### src/hw/sat_num_pkg.sv
////////////////////////////////////////
// numeric formats of the unsat clause
// selector: widths, typedefs and the
// reciprocal used for the modulo step.
// import it where these types are used.
////////////////////////////////////////
package sat_num_pkg;

    // buffer capacity in clause ids.
    localparam int BUFFER_DEPTH = 256;
    // count runs 0 to BUFFER_DEPTH, so one bit more than an index.
    localparam int CNT_W = $clog2(BUFFER_DEPTH + 1);
    localparam int IDX_W = $clog2(BUFFER_DEPTH);
    localparam int CLAUSE_W = 12;
    localparam int RAND_W = 16;
    // reciprocal is all fraction bits.
    localparam int RECIP_W = 32;

    typedef logic [CLAUSE_W-1:0] clause_id_t;
    typedef logic [CNT_W-1:0] count_t;
    typedef logic [IDX_W-1:0] index_t;
    typedef logic [RAND_W-1:0] rand_t;
    typedef logic [RECIP_W-1:0] recip_t;

    // ceil(2^32 / m), evaluated at elaboration.
    // m of 1 would need 33 bits, it saturates to all ones.
    // the single correction step in the pick unit absorbs that.
    function automatic recip_t recip_of(input int unsigned m);
        longint unsigned num;
        longint unsigned quo;
        if (m == 0) begin
            return '0;
        end
        num = (64'd1 << RECIP_W) + 64'(m) - 64'd1;
        quo = num / 64'(m);
        if (quo >= (64'd1 << RECIP_W)) begin
            return '1;
        end
        return recip_t'(quo);
    endfunction

endpackage
### src/hw/sat_xact_pkg.sv
////////////////////////////////////////
// transaction formats of the unsat
// clause selector: select request and
// response, buffer update and the pick
// FSM states.
////////////////////////////////////////
package sat_xact_pkg;

    import sat_num_pkg::*;

    // update opcodes carried in buf_upd_t.op.
    localparam logic OP_PUSH = 1'b1;
    localparam logic OP_REMOVE = 1'b0;

    // select request, held stable while sel_req_i is high.
    typedef struct packed {
        rand_t rand_word;
    } sel_req_t;

    // select result, valid while sel_ack_o is high.
    // empty set means the buffer had no entries, id and index are zero.
    typedef struct packed {
        clause_id_t clause_id;
        index_t     index;
        logic       empty;
    } sel_rsp_t;

    // buffer update, clause_id used by push and index by remove.
    typedef struct packed {
        logic       op;
        clause_id_t clause_id;
        index_t     index;
    } buf_upd_t;

    // pick FSM, one state per pipeline step of a selection.
    typedef enum logic [2:0] {
        IDLE,
        LOOKUP,
        MULT,
        REDUCE,
        FETCH,
        ACK
    } pick_state_t;

endpackage

### src/hw/unsat_clause_buffer.sv
////////////////////////////////////////
// store of unsatisfied clause ids.
// push appends, remove swaps in the last
// entry. count and a one cycle read port
// feed the pick unit.
////////////////////////////////////////
`timescale 1ns/1ps

module unsat_clause_buffer (
    input  logic                    clk_i,
    input  logic                    rst_n_i,
    input  logic                    upd_valid_i,
    input  sat_xact_pkg::buf_upd_t  upd_i,
    input  logic                    busy_i,
    output logic                    upd_ready_o,
    output sat_num_pkg::count_t     count_o,
    input  sat_num_pkg::index_t     rd_idx_i,
    output sat_num_pkg::clause_id_t rd_clause_o
);

    import sat_num_pkg::*;
    import sat_xact_pkg::*;

    clause_id_t mem [BUFFER_DEPTH];
    count_t     count_q;
    count_t     last_cnt;
    index_t     tail_idx;
    index_t     last_idx;
    clause_id_t rd_clause_q;
    logic       fire;
    logic       full;
    logic       do_push;
    logic       do_remove;

    // updates stall while a selection is in flight.
    assign upd_ready_o = !busy_i;
    assign fire = upd_valid_i && upd_ready_o;

    assign full = (count_q == count_t'(BUFFER_DEPTH));
    assign last_cnt = count_q - count_t'(1);
    // next free slot, only used when not full.
    assign tail_idx = count_q[IDX_W-1:0];
    assign last_idx = last_cnt[IDX_W-1:0];

    // push on a full buffer is dropped.
    assign do_push = fire && (upd_i.op == OP_PUSH) && !full;
    // remove of a slot past the end is dropped.
    assign do_remove = fire && (upd_i.op == OP_REMOVE)
                       && (count_t'(upd_i.index) < count_q);

    always_ff @(posedge clk_i) begin
        if (!rst_n_i) begin
            count_q <= '0;
        end else if (do_push) begin
            count_q <= count_q + count_t'(1);
        end else if (do_remove) begin
            count_q <= last_cnt;
        end
    end

    // storage has no reset, entries at or past count are don't care.
    always_ff @(posedge clk_i) begin
        if (do_push) begin
            mem[tail_idx] <= upd_i.clause_id;
        end else if (do_remove) begin
            // last entry fills the hole, removing the last one is a self copy.
            mem[upd_i.index] <= mem[last_idx];
        end
    end

    // registered read for the pick unit.
    always_ff @(posedge clk_i) begin
        rd_clause_q <= mem[rd_idx_i];
    end

    assign count_o = count_q;
    assign rd_clause_o = rd_clause_q;

    // count can never run past capacity over any update sequence.
    a_count_bound: assert property (@(posedge clk_i) disable iff (!rst_n_i)
        count_q <= count_t'(BUFFER_DEPTH))
        else $error("unsat_clause_buffer: count %0d above depth", count_q);

endmodule

### config.mk
export PLATFORM = sky130hd
export DESIGN_NAME = unsat_clause_buffer
export DESIGN_NICKNAME = d
export VERILOG_FILES = /design/src/hw/sat_num_pkg.sv /design/src/hw/sat_xact_pkg.sv /design/src/hw/unsat_clause_buffer.sv
export SDC_FILE = /design/constraint.sdc
export NUM_CORES = 2
export LEC_CHECK = 0
export CORE_MARGIN = 3
export CORE_UTILIZATION = 27
export CTS_CLUSTER_DIAMETER = 120
export DETAILED_ROUTE_END_ITERATION = 10
export DONT_BUFFER_PORTS = 1
export GPL_ROUTABILITY_DRIVEN = 0
export PLACE_DENSITY = 0.5
export SLEW_MARGIN = 30
export SYNTH_ARGS = -nofsm -noshare
export SYNTH_HDL_FRONTEND = slang
export SYNTH_SLANG_ARGS = --single-unit
export TNS_END_PERCENT = 5
### constraint.sdc
create_clock -name clk_i -period 12.6 [get_ports clk_i]
set_input_delay 1.26 -clock clk_i [delete_from_list [all_inputs] [get_ports clk_i]]
set_output_delay 1.26 -clock clk_i [all_outputs]
set_load 0.05 [all_outputs]
==> flow_summary.json <==
{
  "crit_path_end_kind": "register",
  "power.net_switching_uw": 6330,
  "crit_top_cell": "buf_4",
  "grt_setup_unrepaired": "false",
  "synth.largest_area_cell": "edfxtp_1",
  "synth_area_leaders": "edfxtp_1, mux4_2, a22oi_1",
  "leakage_uw": 0.0485,
  "reg2reg_slack_ns": 4.63,
  "dr.pass1.iters": 5,
  "relSlewSlack_pct": 16.6,
  "place.port_buffers": 0,
  "root_buffer": "clkbuf_16",
  "postSynthRegisterBits": 3093,
  "worst_setup_hold_path_clk_slew_ns": 0.06,
  "cts_made_buffers": 347,
  "syn2layout_area_growth_pct": 15.4,
  "critPathTopFamily": "buffers and inverters",
  "routed_via_count": 79176,
  "post-route-drc-count": 0,
  "yosys-top-cells-count": "edfxtp_1, mux4_2, clkbuf_1, nand3_1, nor2_1",
  "finalCritPeriodShare_pct": 63.2,
  "fp.dieW_um": 733,
  "place.detailed.instances": 13377,
  "core_area_um2": 526000,
  "cts_htree_levels": 5,
  "timing.final.setup_violations": 0,
  "timing_worst_slew_pin_value_ns": 1.25,
  "synth-edff-count": 3072,
  "power.density_cell_area_nw_per_um2": 150,
  "grt_antenna_before_repair": 31,
  "cts.sink_count": 3093,
  "insertion_delay_ns": 0.96,
  "fmax_mhz": 125,
  "dp.final_hpwl_um": 298000,
  "post-synth-top-count-cell": "edfxtp_1",
  "syn_area_per_cell_um2": 21.7,
  "final_hold_viol_count": 0,
  "die-height_um": 733,
  "min_period_ns": 7.97,
  "relative_contribution_of_the_clock_network_to_total_power_pct": 40.8,
  "avgRoutedWirePerCell_um": 35.2,
  "pins_over_slew_limit": 0,
  "yosys_warnings": 0,
  "post_drt_antenna_nets": 0,
  "postSynthNetCount": 6620,
  "globalRouteTotalUtil_pct": 17.9,
  "cts_repair_resize_count": 0,
  "critical_path_class": "reg -> reg",
  "routed_via_density": 5.64,
  "share_seq_of_total_power_pct": 46.4,
  "via_count_of_the_first_global_routing_pass": 79943,
  "mappedNetlistArea_um2": 143000,
  "cap_viol_max_count": 0,
  "cp.required_ns": 13.20,
  "ys_async_sr_fraction_pct": 0,
  "netlist-cell-type-count": 39,
  "die-area_um2": 538000,
  "timing.critical_path.slowest_cell_delay_ns": 0.87,
  "cts_max_path_buffers": 4,
  "worstHoldPathType": "in -> reg",
  "critical_path_arrival_ns": 8.57,
  "initial_core_utilization_pct": 27.2,
  "grt_pass1_wl_um": 681000,
  "number_of_standard_cell_rows_in_the_floorplan": 266,
  "p_sw_share_pct": 25.5,
  "p_int_uw": 18500,
  "drt_wl_total_um": 494000,
  "tritoncts": "done",
  "ctsHoldBuffers": 0,
  "timing.critical_path.fanout_max": 81,
  "postSynthCellCount": 6577,
  "combinationalPowerShare_pct": 12.8,
  "synthFlopType": "edfxtp_1",
  "grt_start_max_net_pins": 225,
  "timing.critical_path.slowest_stage_cell": "ha_4",
  "totalNegativeSetupSlack_ns": 0,
  "finalNonFillerCells": 14039,
  "globalRouteOverflowTotal": 0,
  "crit_path_cell_trace": "inv_1 -> ha_4 -> buf_4 -> buf_4 -> mux4_2 -> a22oi_1 -> nand3_1 -> a22oi_1 -> nand2_1 -> o22ai_1 -> nor2_4 -> buf_4 -> buf_4",
  "fin_skew_ns": 0.0560,
  "worstSetupStartpointType": "register",
  "irDropWorstVdd_uv": 109,
  "synthDominantCellAreaShare_pct": 64.6,
  "drtIter0Drc": 10815,
  "top_level_ports": 55,
  "cts.repair_timing.setup_buffer_count": 0,
  "finish.net_count": 6809,
  "status": "complete, no violations",
  "final_layout_size_suffix_gt1_share_pct": 40.4,
  "worstPathBufferInverterCount": 5,
  "seq_area_frac_synth_pct": 64.9
}
## power by group through the flow
| stage | Combinational, uW | Clock [uW] | Sequential, uW |
|---|---|---|---|
| 5_1_grt | 3300 | 10700 | 11500 |
| 2_1_floorplan | 1890 | 0 | 11800 |
| 4_1_cts | 3170 | 10300 | 11500 |
| 3_3_place_gp | 3130 | 0 | 11700 |
| 6_report | 3170 | 10100 | 11500 |
| 3_5_place_dp | 3160 | 0 | 11700 |
## through the flow
stage | hold WS, ns | power [uW] | instance area (um2) | utilization [%] | setup WS, ns
floorplan | 0.783 | 13700 | 143000 | - | 1.06
global placement | 0.768 | 14900 | 153000 | 29.1 | 4.73
detailed placement | 0.773 | 14900 | 153000 | 29.2 | 4.51
CTS | 0.552 | 25000 | 165000 | 31.3 | 4.50
global route | 0.582 | 25500 | 165000 | 31.3 | 4.26
finish | 0.631 | 24800 | 165000 | 31.3 | 4.63
## sequential cells by signal (all words and copies together), names as in the netlist
| signal | cells |
|---|---|
| rd_clause_o | 12 |
| mem | 3072 |
| count_o | 9 |
## final cells by class
type / instances / area, um2
inverters: 11 / 41.3
clock buffers: 419 / 8970
diodes: 21 / 52.6
well taps: 6968 / 8720
multi-input cells: 2923 / 48400
flip-flops and latches: 3093 / 92700
clock inverters: 214 / 2270
repair buffers: 390 / 3760
fillers: 49875 / 361000
## layout by cell type (no fill, tap or decap), types with 5 or more instances in the layout
master / netlist / routed
a31oi_1: 5 / 5
clkinv_1: 1 / 81
dfxtp_1: 21 / 18
mux2_2: 5 / 5
a21oi_1: 35 / 31
nor2_4: 0 / 31
clkbuf_16: 0 / 348
clkinv_16: 0 / 6
edfxtp_1: 3072 / 3072
ha_1: 10 / 9
nand2b_1: 9 / 9
o22ai_1: 12 / 11
clkinv_2: 0 / 53
xnor2_1: 10 / 7
o21ai_0: 5 / 5
mux4_2: 1872 / 1872
nor2_1: 293 / 233
nand2_1: 88 / 88
clkinv_8: 0 / 7
diode_2: 0 / 21
mux2i_1: 12 / 10
buf_4: 5 / 329
bufinv_16: 0 / 35
inv_6: 0 / 9
buf_6: 2 / 13
inv_16: 0 / 8
o32ai_1: 12 / 9
buf_16: 0 / 24
inv_1: 10 / 10
nor2_2: 0 / 29
nand3_1: 309 / 293
buf_12: 0 / 24
a22oi_1: 218 / 218
nand3_2: 0 / 16
clkbuf_1: 347 / 71
clkinvlp_4: 0 / 14
## layer usage
layer | global-route usage (%) | up-vias | wire (um) | share of wire, %
met5 | 0 | - | 126 | 0.026
met4 | 5.60 | 18 | 17300 | 3.5
met3 | 4.52 | 709 | 49000 | 9.9
met2 | 28.2 | 4559 | 232000 | 47
met1 | 24.3 | 44235 | 195000 | 40
li1 | - | 29655 | - | -
## path summary, 6_finish.rpt
path | start | to | depth (start not counted)
worst max-delay path | count_o[0] | mem[113][4] | 13
worst min-delay path | rst_n_i | count_o[4] | 2
worst max register to register | count_o[0] | mem[113][4] | 13
worst min register to register | count_o[4] | count_o[4] | 3
## logic make-up after synthesis
logic type	Yosys count	share of synthesized area, %
AOI/OAI and AO/OA	294	1.47
xor gates and xnor gates	12	0.0736
adders and majority gates	10	0.0876
buffers and inverters	561	1.61
DFF	3093	64.9
muxes	1889	29.6
and+or+nand+nor	718	2.21
## worst reg2reg max path, stage by stage (launching register included)
cell	delay [ns]
dfxtp_4	0.86
inv_1	0.30
ha_4	0.87
buf_4	0.62
buf_4	0.78
mux4_2	0.44
a22oi_1	0.09
nand3_1	0.12
a22oi_1	0.13
nand2_1	0.40
o22ai_1	0.45
nor2_4	0.81
buf_4	0.79
buf_4	0.81
Power figures use the tool's default switching activity.
