## src/hw/sat_num_pkg.sv

```systemverilog
////////////////////////////////////////
// numeric formats of the unsat clause
// selector: widths, typedefs and the
// reciprocal used for the modulo step.
// import it where these types are used.
////////////////////////////////////////
package sat_num_pkg;

    // buffer capacity in clause ids.
    localparam int BUFFER_DEPTH = 256;
    // count runs 0 to BUFFER_DEPTH, so one bit more than an index.
    localparam int CNT_W = $clog2(BUFFER_DEPTH + 1);
    localparam int IDX_W = $clog2(BUFFER_DEPTH);
    localparam int CLAUSE_W = 12;
    localparam int RAND_W = 16;
    // reciprocal is all fraction bits.
    localparam int RECIP_W = 32;

    typedef logic [CLAUSE_W-1:0] clause_id_t;
    typedef logic [CNT_W-1:0] count_t;
    typedef logic [IDX_W-1:0] index_t;
    typedef logic [RAND_W-1:0] rand_t;
    typedef logic [RECIP_W-1:0] recip_t;

    // ceil(2^32 / m), evaluated at elaboration.
    // m of 1 would need 33 bits, it saturates to all ones.
    // the single correction step in the pick unit absorbs that.
    function automatic recip_t recip_of(input int unsigned m);
        longint unsigned num;
        longint unsigned quo;
        if (m == 0) begin
            return '0;
        end
        num = (64'd1 << RECIP_W) + 64'(m) - 64'd1;
        quo = num / 64'(m);
        if (quo >= (64'd1 << RECIP_W)) begin
            return '1;
        end
        return recip_t'(quo);
    endfunction

endpackage
```

## src/hw/sat_xact_pkg.sv

```systemverilog
////////////////////////////////////////
// transaction formats of the unsat
// clause selector: select request and
// response, buffer update and the pick
// FSM states.
////////////////////////////////////////
package sat_xact_pkg;

    import sat_num_pkg::*;

    // update opcodes carried in buf_upd_t.op.
    localparam logic OP_PUSH = 1'b1;
    localparam logic OP_REMOVE = 1'b0;

    // select request, held stable while sel_req_i is high.
    typedef struct packed {
        rand_t rand_word;
    } sel_req_t;

    // select result, valid while sel_ack_o is high.
    // empty set means the buffer had no entries, id and index are zero.
    typedef struct packed {
        clause_id_t clause_id;
        index_t     index;
        logic       empty;
    } sel_rsp_t;

    // buffer update, clause_id used by push and index by remove.
    typedef struct packed {
        logic       op;
        clause_id_t clause_id;
        index_t     index;
    } buf_upd_t;

    // pick FSM, one state per pipeline step of a selection.
    typedef enum logic [2:0] {
        IDLE,
        LOOKUP,
        MULT,
        REDUCE,
        FETCH,
        ACK
    } pick_state_t;

endpackage

```

## src/hw/clause_pick_unit.sv

```systemverilog
////////////////////////////////////////
// four-phase select controller. maps a
// random word to r mod m with the table
// reciprocal, then fetches the clause id.
// ack rises five edges after acceptance.
////////////////////////////////////////
`timescale 1ns/1ps

module clause_pick_unit (
    input  logic                    clk_i,
    input  logic                    rst_n_i,
    input  logic                    sel_req_i,
    input  sat_xact_pkg::sel_req_t  sel_req_data_i,
    output logic                    sel_ack_o,
    output sat_xact_pkg::sel_rsp_t  sel_rsp_o,
    input  sat_num_pkg::count_t     count_i,
    output logic                    tbl_en_o,
    output sat_num_pkg::count_t     tbl_m_o,
    input  sat_num_pkg::recip_t     recip_i,
    output sat_num_pkg::index_t     rd_idx_o,
    input  sat_num_pkg::clause_id_t rd_clause_i,
    output logic                    busy_o
);

    import sat_num_pkg::*;
    import sat_xact_pkg::*;

    pick_state_t state_q;
    pick_state_t state_d;
    logic        ack_q;
    logic        ack_d;
    logic        accept;
    logic        snap_empty;
    rand_t       rand_q;
    count_t      cnt_q;
    rand_t       quot_q;
    index_t      idx_q;
    sel_rsp_t    rsp_q;
    logic [RAND_W+RECIP_W-1:0] prod;
    logic [RAND_W+CNT_W-1:0]   qm;
    rand_t       m_ext;
    rand_t       rem_raw;
    rand_t       rem_fix;

    // ack is always low in IDLE, so a request here is a fresh one.
    assign accept = (state_q == IDLE) && sel_req_i;
    assign snap_empty = (cnt_q == '0);

    // quotient estimate, upper bits of r times 2^32/m.
    assign prod = rand_q * recip_i;
    // remainder from the registered quotient.
    assign qm = quot_q * cnt_q;
    assign m_ext = {{(RAND_W-CNT_W){1'b0}}, cnt_q};
    assign rem_raw = rand_q - qm[RAND_W-1:0];
    // one correction step, covers the saturated m = 1 entry.
    assign rem_fix = (rem_raw >= m_ext) ? (rem_raw - m_ext) : rem_raw;

    always_comb begin
        state_d = state_q;
        ack_d = ack_q;
        case (state_q)
            IDLE:   if (accept) state_d = LOOKUP;
            LOOKUP: state_d = MULT;
            MULT:   state_d = REDUCE;
            REDUCE: state_d = FETCH;
            FETCH:  state_d = ACK;
            ACK: begin
                if (!ack_q) begin
                    ack_d = 1'b1;
                end else if (!sel_req_i) begin
                    // host released the request, close the handshake.
                    ack_d = 1'b0;
                    state_d = IDLE;
                end
            end
            default: state_d = IDLE;
        endcase
    end

    always_ff @(posedge clk_i) begin
        if (!rst_n_i) begin
            state_q <= IDLE;
            ack_q <= 1'b0;
        end else begin
            state_q <= state_d;
            ack_q <= ack_d;
        end
    end

    // datapath registers, each loaded in its own step.
    always_ff @(posedge clk_i) begin
        if (accept) begin
            rand_q <= sel_req_data_i.rand_word;
            cnt_q <= count_i;
        end
        if (state_q == MULT) begin
            quot_q <= prod[RAND_W+RECIP_W-1:RECIP_W];
        end
        if (state_q == REDUCE) begin
            idx_q <= snap_empty ? '0 : rem_fix[IDX_W-1:0];
        end
        if ((state_q == ACK) && !ack_q) begin
            // empty result does not use the read data.
            rsp_q.clause_id <= snap_empty ? '0 : rd_clause_i;
            rsp_q.index <= idx_q;
            rsp_q.empty <= snap_empty;
        end
    end

    // table is read even for m = 0 so the flag records it.
    assign tbl_en_o = (state_q == LOOKUP);
    assign tbl_m_o = cnt_q;
    assign rd_idx_o = idx_q;
    assign busy_o = (state_q != IDLE);
    assign sel_ack_o = ack_q;
    assign sel_rsp_o = rsp_q;

    // table reciprocal and single correction give a true remainder.
    a_rem_below_m: assert property (@(posedge clk_i) disable iff (!rst_n_i)
        ((state_q == REDUCE) && !snap_empty) |-> (rem_fix < m_ext))
        else $error("clause_pick_unit: remainder %0d not below m %0d", rem_fix, cnt_q);

endmodule

```

## config.mk

```make
export PLATFORM = sky130hd
export DESIGN_NAME = clause_pick_unit
export DESIGN_NICKNAME = d
export VERILOG_FILES = /design/src/hw/sat_num_pkg.sv /design/src/hw/sat_xact_pkg.sv /design/src/hw/clause_pick_unit.sv
export SDC_FILE = /design/constraint.sdc
export NUM_CORES = 1
export LEC_CHECK = 0
export ABC_AREA = 0
export BUFFER_PORTS_ARGS = -buffer_cell sky130_fd_sc_hd__buf_2
export CAP_MARGIN = 10
export CORE_MARGIN = 2
export CORE_UTILIZATION = 33
export DETAILED_ROUTE_END_ITERATION = 16
export GPL_TIMING_DRIVEN = 0
export PLACE_DENSITY = 0.56
export SLEW_MARGIN = 5
export SYNTH_ARGS = -nofsm -noshare
export SYNTH_HDL_FRONTEND = slang
export SYNTH_SLANG_ARGS = --single-unit
```

## constraint.sdc

```tcl
create_clock -name clk_i -period 6.8 [get_ports clk_i]
set_input_delay 0.34 -clock clk_i [delete_from_list [all_inputs] [get_ports clk_i]]
set_output_delay 0.34 -clock clk_i [all_outputs]
set_load 0.02 [all_outputs]
```

==> metrics <==
post-synthesis sequential area ratio 10.1%; area fraction of the dominant cell type after synthesis 46.1%; Rows 93; Top FF cell, synth edfxtp_1; hold path start count_i[4]; initial antenna violation count 16; Multi-input gate area 17000 um^2; I/O pin total 113; CP max stage cell fa_1; R2R depth 21; WHS Endpoint tbl_m_o[4]; Vias 16108; syn nets 3042; total die area 67400 um^2; CP Class register to register; core area 64500 um^2; drt wl/cell 19.4 um; Post-Route WL 64300 um; Vias/cell 4.85; Setup crit end kind register; Post-Synthesis Cells 2319; Max Cap Violations 0; Final GP Congestion 0.897; WHS Path Cells 1; Port Buffers 112; Syn Area/Cell 9.29 um^2; Fin Setup TNS 0 ns; Cell variety after synth 55; synth-to-layout area growth 11.0%; Worst-Skew Late Latency 0.37 ns; crit-path cells clkbuf_2 -> and2_1 -> fa_1 -> fa_1 -> inv_1 -> fa_1 -> inv_1 -> fa_1 -> fa_1 -> inv_1 -> fa_1 -> inv_1 -> ha_1 -> a21oi_4 -> o211a_1 -> o21ai_2 -> o2bb2ai_1 -> a21oi_2 -> a21oi_2 -> o41ai_1 -> xnor2_1; Worst Tran Pin Value 0.855 ns; Clock H-tree levels 3; Slew HR 43.0%; WP buf/inv 5; effective utilization at floorplan 33.4%; filler cell count 6585; Detailed Route Iter0 Violations 1033; top cells by area, synth fa_1, inv_1, edfxtp_1, ha_1, and2_1; Setup Skew 0.0272 ns; Die Width 260 um; first-pass GRT wire length 102000 um; Min-Delay Path Class primary input to register; TritonCTS clock tree done; CP peak stage delay 0.56 ns; status complete, no violations; reg-to-reg slack, setup 0.10 ns; final worst-path cycle share 98.5%; Worst Path Arrival 6.78 ns; Max Buffers Root-to-Sink 2; critical path peak fanout 11; Final Hold Vio Count 0; Final ANT Viol Nets 0; root buf cell clkbuf_16; DPL Wire Length 53000 um; Worst-path clk slew 0.08 ns; family with the most delay on the worst path adder cells; post-layout util 37.1%; CP Data Required Time 6.89 ns; final setup fails 0; Post-synth ARST share 0%; number of buffers created by CTS 9; clk sink count 74; synthesized area 21600 um^2; Congestion Overflow GR 0; Seq cells post-synth 74; Slew Viols, Final 0; DR pass1 iterations 5; RSZ-0062 raised after global routing true; startpoint types register; Die Ht 260 um; FF+latch area 2180 um^2; fmax 149 MHz; Syn. warnings 0; biggest area consumer among synthesized cells fa_1; nets 3179; number of remaining DRC errors 0; fin crit period 6.70 ns; CP dominant cell by count fa_1; Worst R2R End quot_q[15]; largest net degree at the start of global routing 21; share of layout cells above drive strength 1 8.78%; R2R Path Start rand_q[5]; Global Route Usage Sum 19.9%; Post-synth EDFFs 70; number of global-route vias before repair 17737
area by class of cell:
class | count | area share (%)
antenna | 5 | 0.0523
clock inverter | 6 | 0.382
clock buffer | 10 | 0.957
tap | 855 | 4.47
inverter | 565 | 8.86
timing repair buffer | 129 | 3.11
multi-input combinational | 1584 | 71.1
sequential | 74 | 9.12
buffer | 93 | 1.91
synthesized netlist by cell type, drive strengths merged, types with 7 or more instances:
| master | number |
|---|---|
| a211oi | 10 |
| a21o | 12 |
| a21oi | 45 |
| and2 | 287 |
| clkbuf | 95 |
| edfxtp | 70 |
| fa | 496 |
| ha | 155 |
| inv | 564 |
| nand2 | 370 |
| nand3 | 17 |
| nand4 | 7 |
| nor2 | 28 |
| nor3 | 14 |
| o21ai | 29 |
| xnor2 | 28 |
| xor2 | 16 |
cells in the final DEF, fill, tap and decap left out, drive strengths merged, types with 4 or more instances in the layout:
cell type / n
a21o: 12
nor3: 14
nand3: 17
diode: 5
ha: 155
xor2: 16
nor2: 28
a211oi: 10
o21a: 4
dfxtp: 4
o21bai: 4
a21oi: 45
nand2: 370
buf: 138
xnor2: 28
and3: 4
o211a: 4
clkbuf: 94
inv: 564
fa: 496
and2: 287
clkinv: 5
o21ai: 29
nand4: 7
o211ai: 4
edfxtp: 70
layer usage:
layer | up-vias | wire length [um] | track usage [%]
met4 | 20 | 2380 | 6.53
met2 | 550 | 29700 | 32.6
met3 | 141 | 5230 | 4.26
met1 | 8287 | 26900 | 26.4
met5 | - | 121 | 0
li1 | 7110 | - | -
worst register-to-register path, stage by stage (launching register included):
cell and delay [ns]:
edfxtp_1 0.52, clkbuf_2 0.31, and2_1 0.24, fa_1 0.47, fa_1 0.55, inv_1 0.06, fa_1 0.49, inv_1 0.06
fa_1 0.56, fa_1 0.53, inv_1 0.05, fa_1 0.50, inv_1 0.05, ha_1 0.41, a21oi_4 0.32, o211a_1 0.21
o21ai_2 0.11, o2bb2ai_1 0.16, a21oi_2 0.21, a21oi_2 0.11, o41ai_1 0.39, xnor2_1 0.11
state kept, by name, summed over array words and instances (netlist names):
register and flops:
quot_q 16, sel_rsp_o 21, tbl_m_o 9, rand_q 16
sel_ack_o 1, rd_idx_o 8, state_q 3
timing repair:
| action | 4_1_cts | 5_1_grt |
|---|---|---|
| hold buffers | 0 | 0 |
| pin swaps | 0 | 1 |
| resized for setup | 57 | 50 |
| setup endpoints to repair | 16 | 19 |
| setup buffers | 10 | 4 |
logic make-up after synthesis:
| group | synth area share, % |
|---|---|
| AND/OR/NAND/NOR | 17.0 |
| buffers and inverters | 11.5 |
| adder cells (fa/ha/maj) | 55.1 |
| AO/OA/AOI/OAI | 3.90 |
| flip-flops | 10.1 |
| XOR/XNOR | 2.10 |
| multiplexers | 0.192 |
per-stage QoR:
stage,instances,cell area (um^2),worst slack [ns],hold slack [ns]
3_3_place_gp,3286,23200,-1.09,0.435
4_1_cts,3313,23800,0.00858,0.147
5_1_grt,3318,23900,-0.0140,0.145
6_report,3321,23900,0.103,0.162
2_1_floorplan,2319,21600,0.820,0.439
3_5_place_dp,3289,23300,-1.17,0.442
worst max path at each step:
stage               cells after the start          to        from
finish                                 21  quot_q[15]   rand_q[5]
global route                           20  quot_q[14]   rand_q[8]
CTS                                    19   quot_q[8]  rand_q[15]
global placement                       21  quot_q[10]   rand_q[3]
floorplan                              21   quot_q[4]   rand_q[1]
detailed placement                     21  quot_q[10]   rand_q[6]
Power is not shown: default switching activity piles up to over one toggle a cycle in this logic, so the estimate is an artifact.
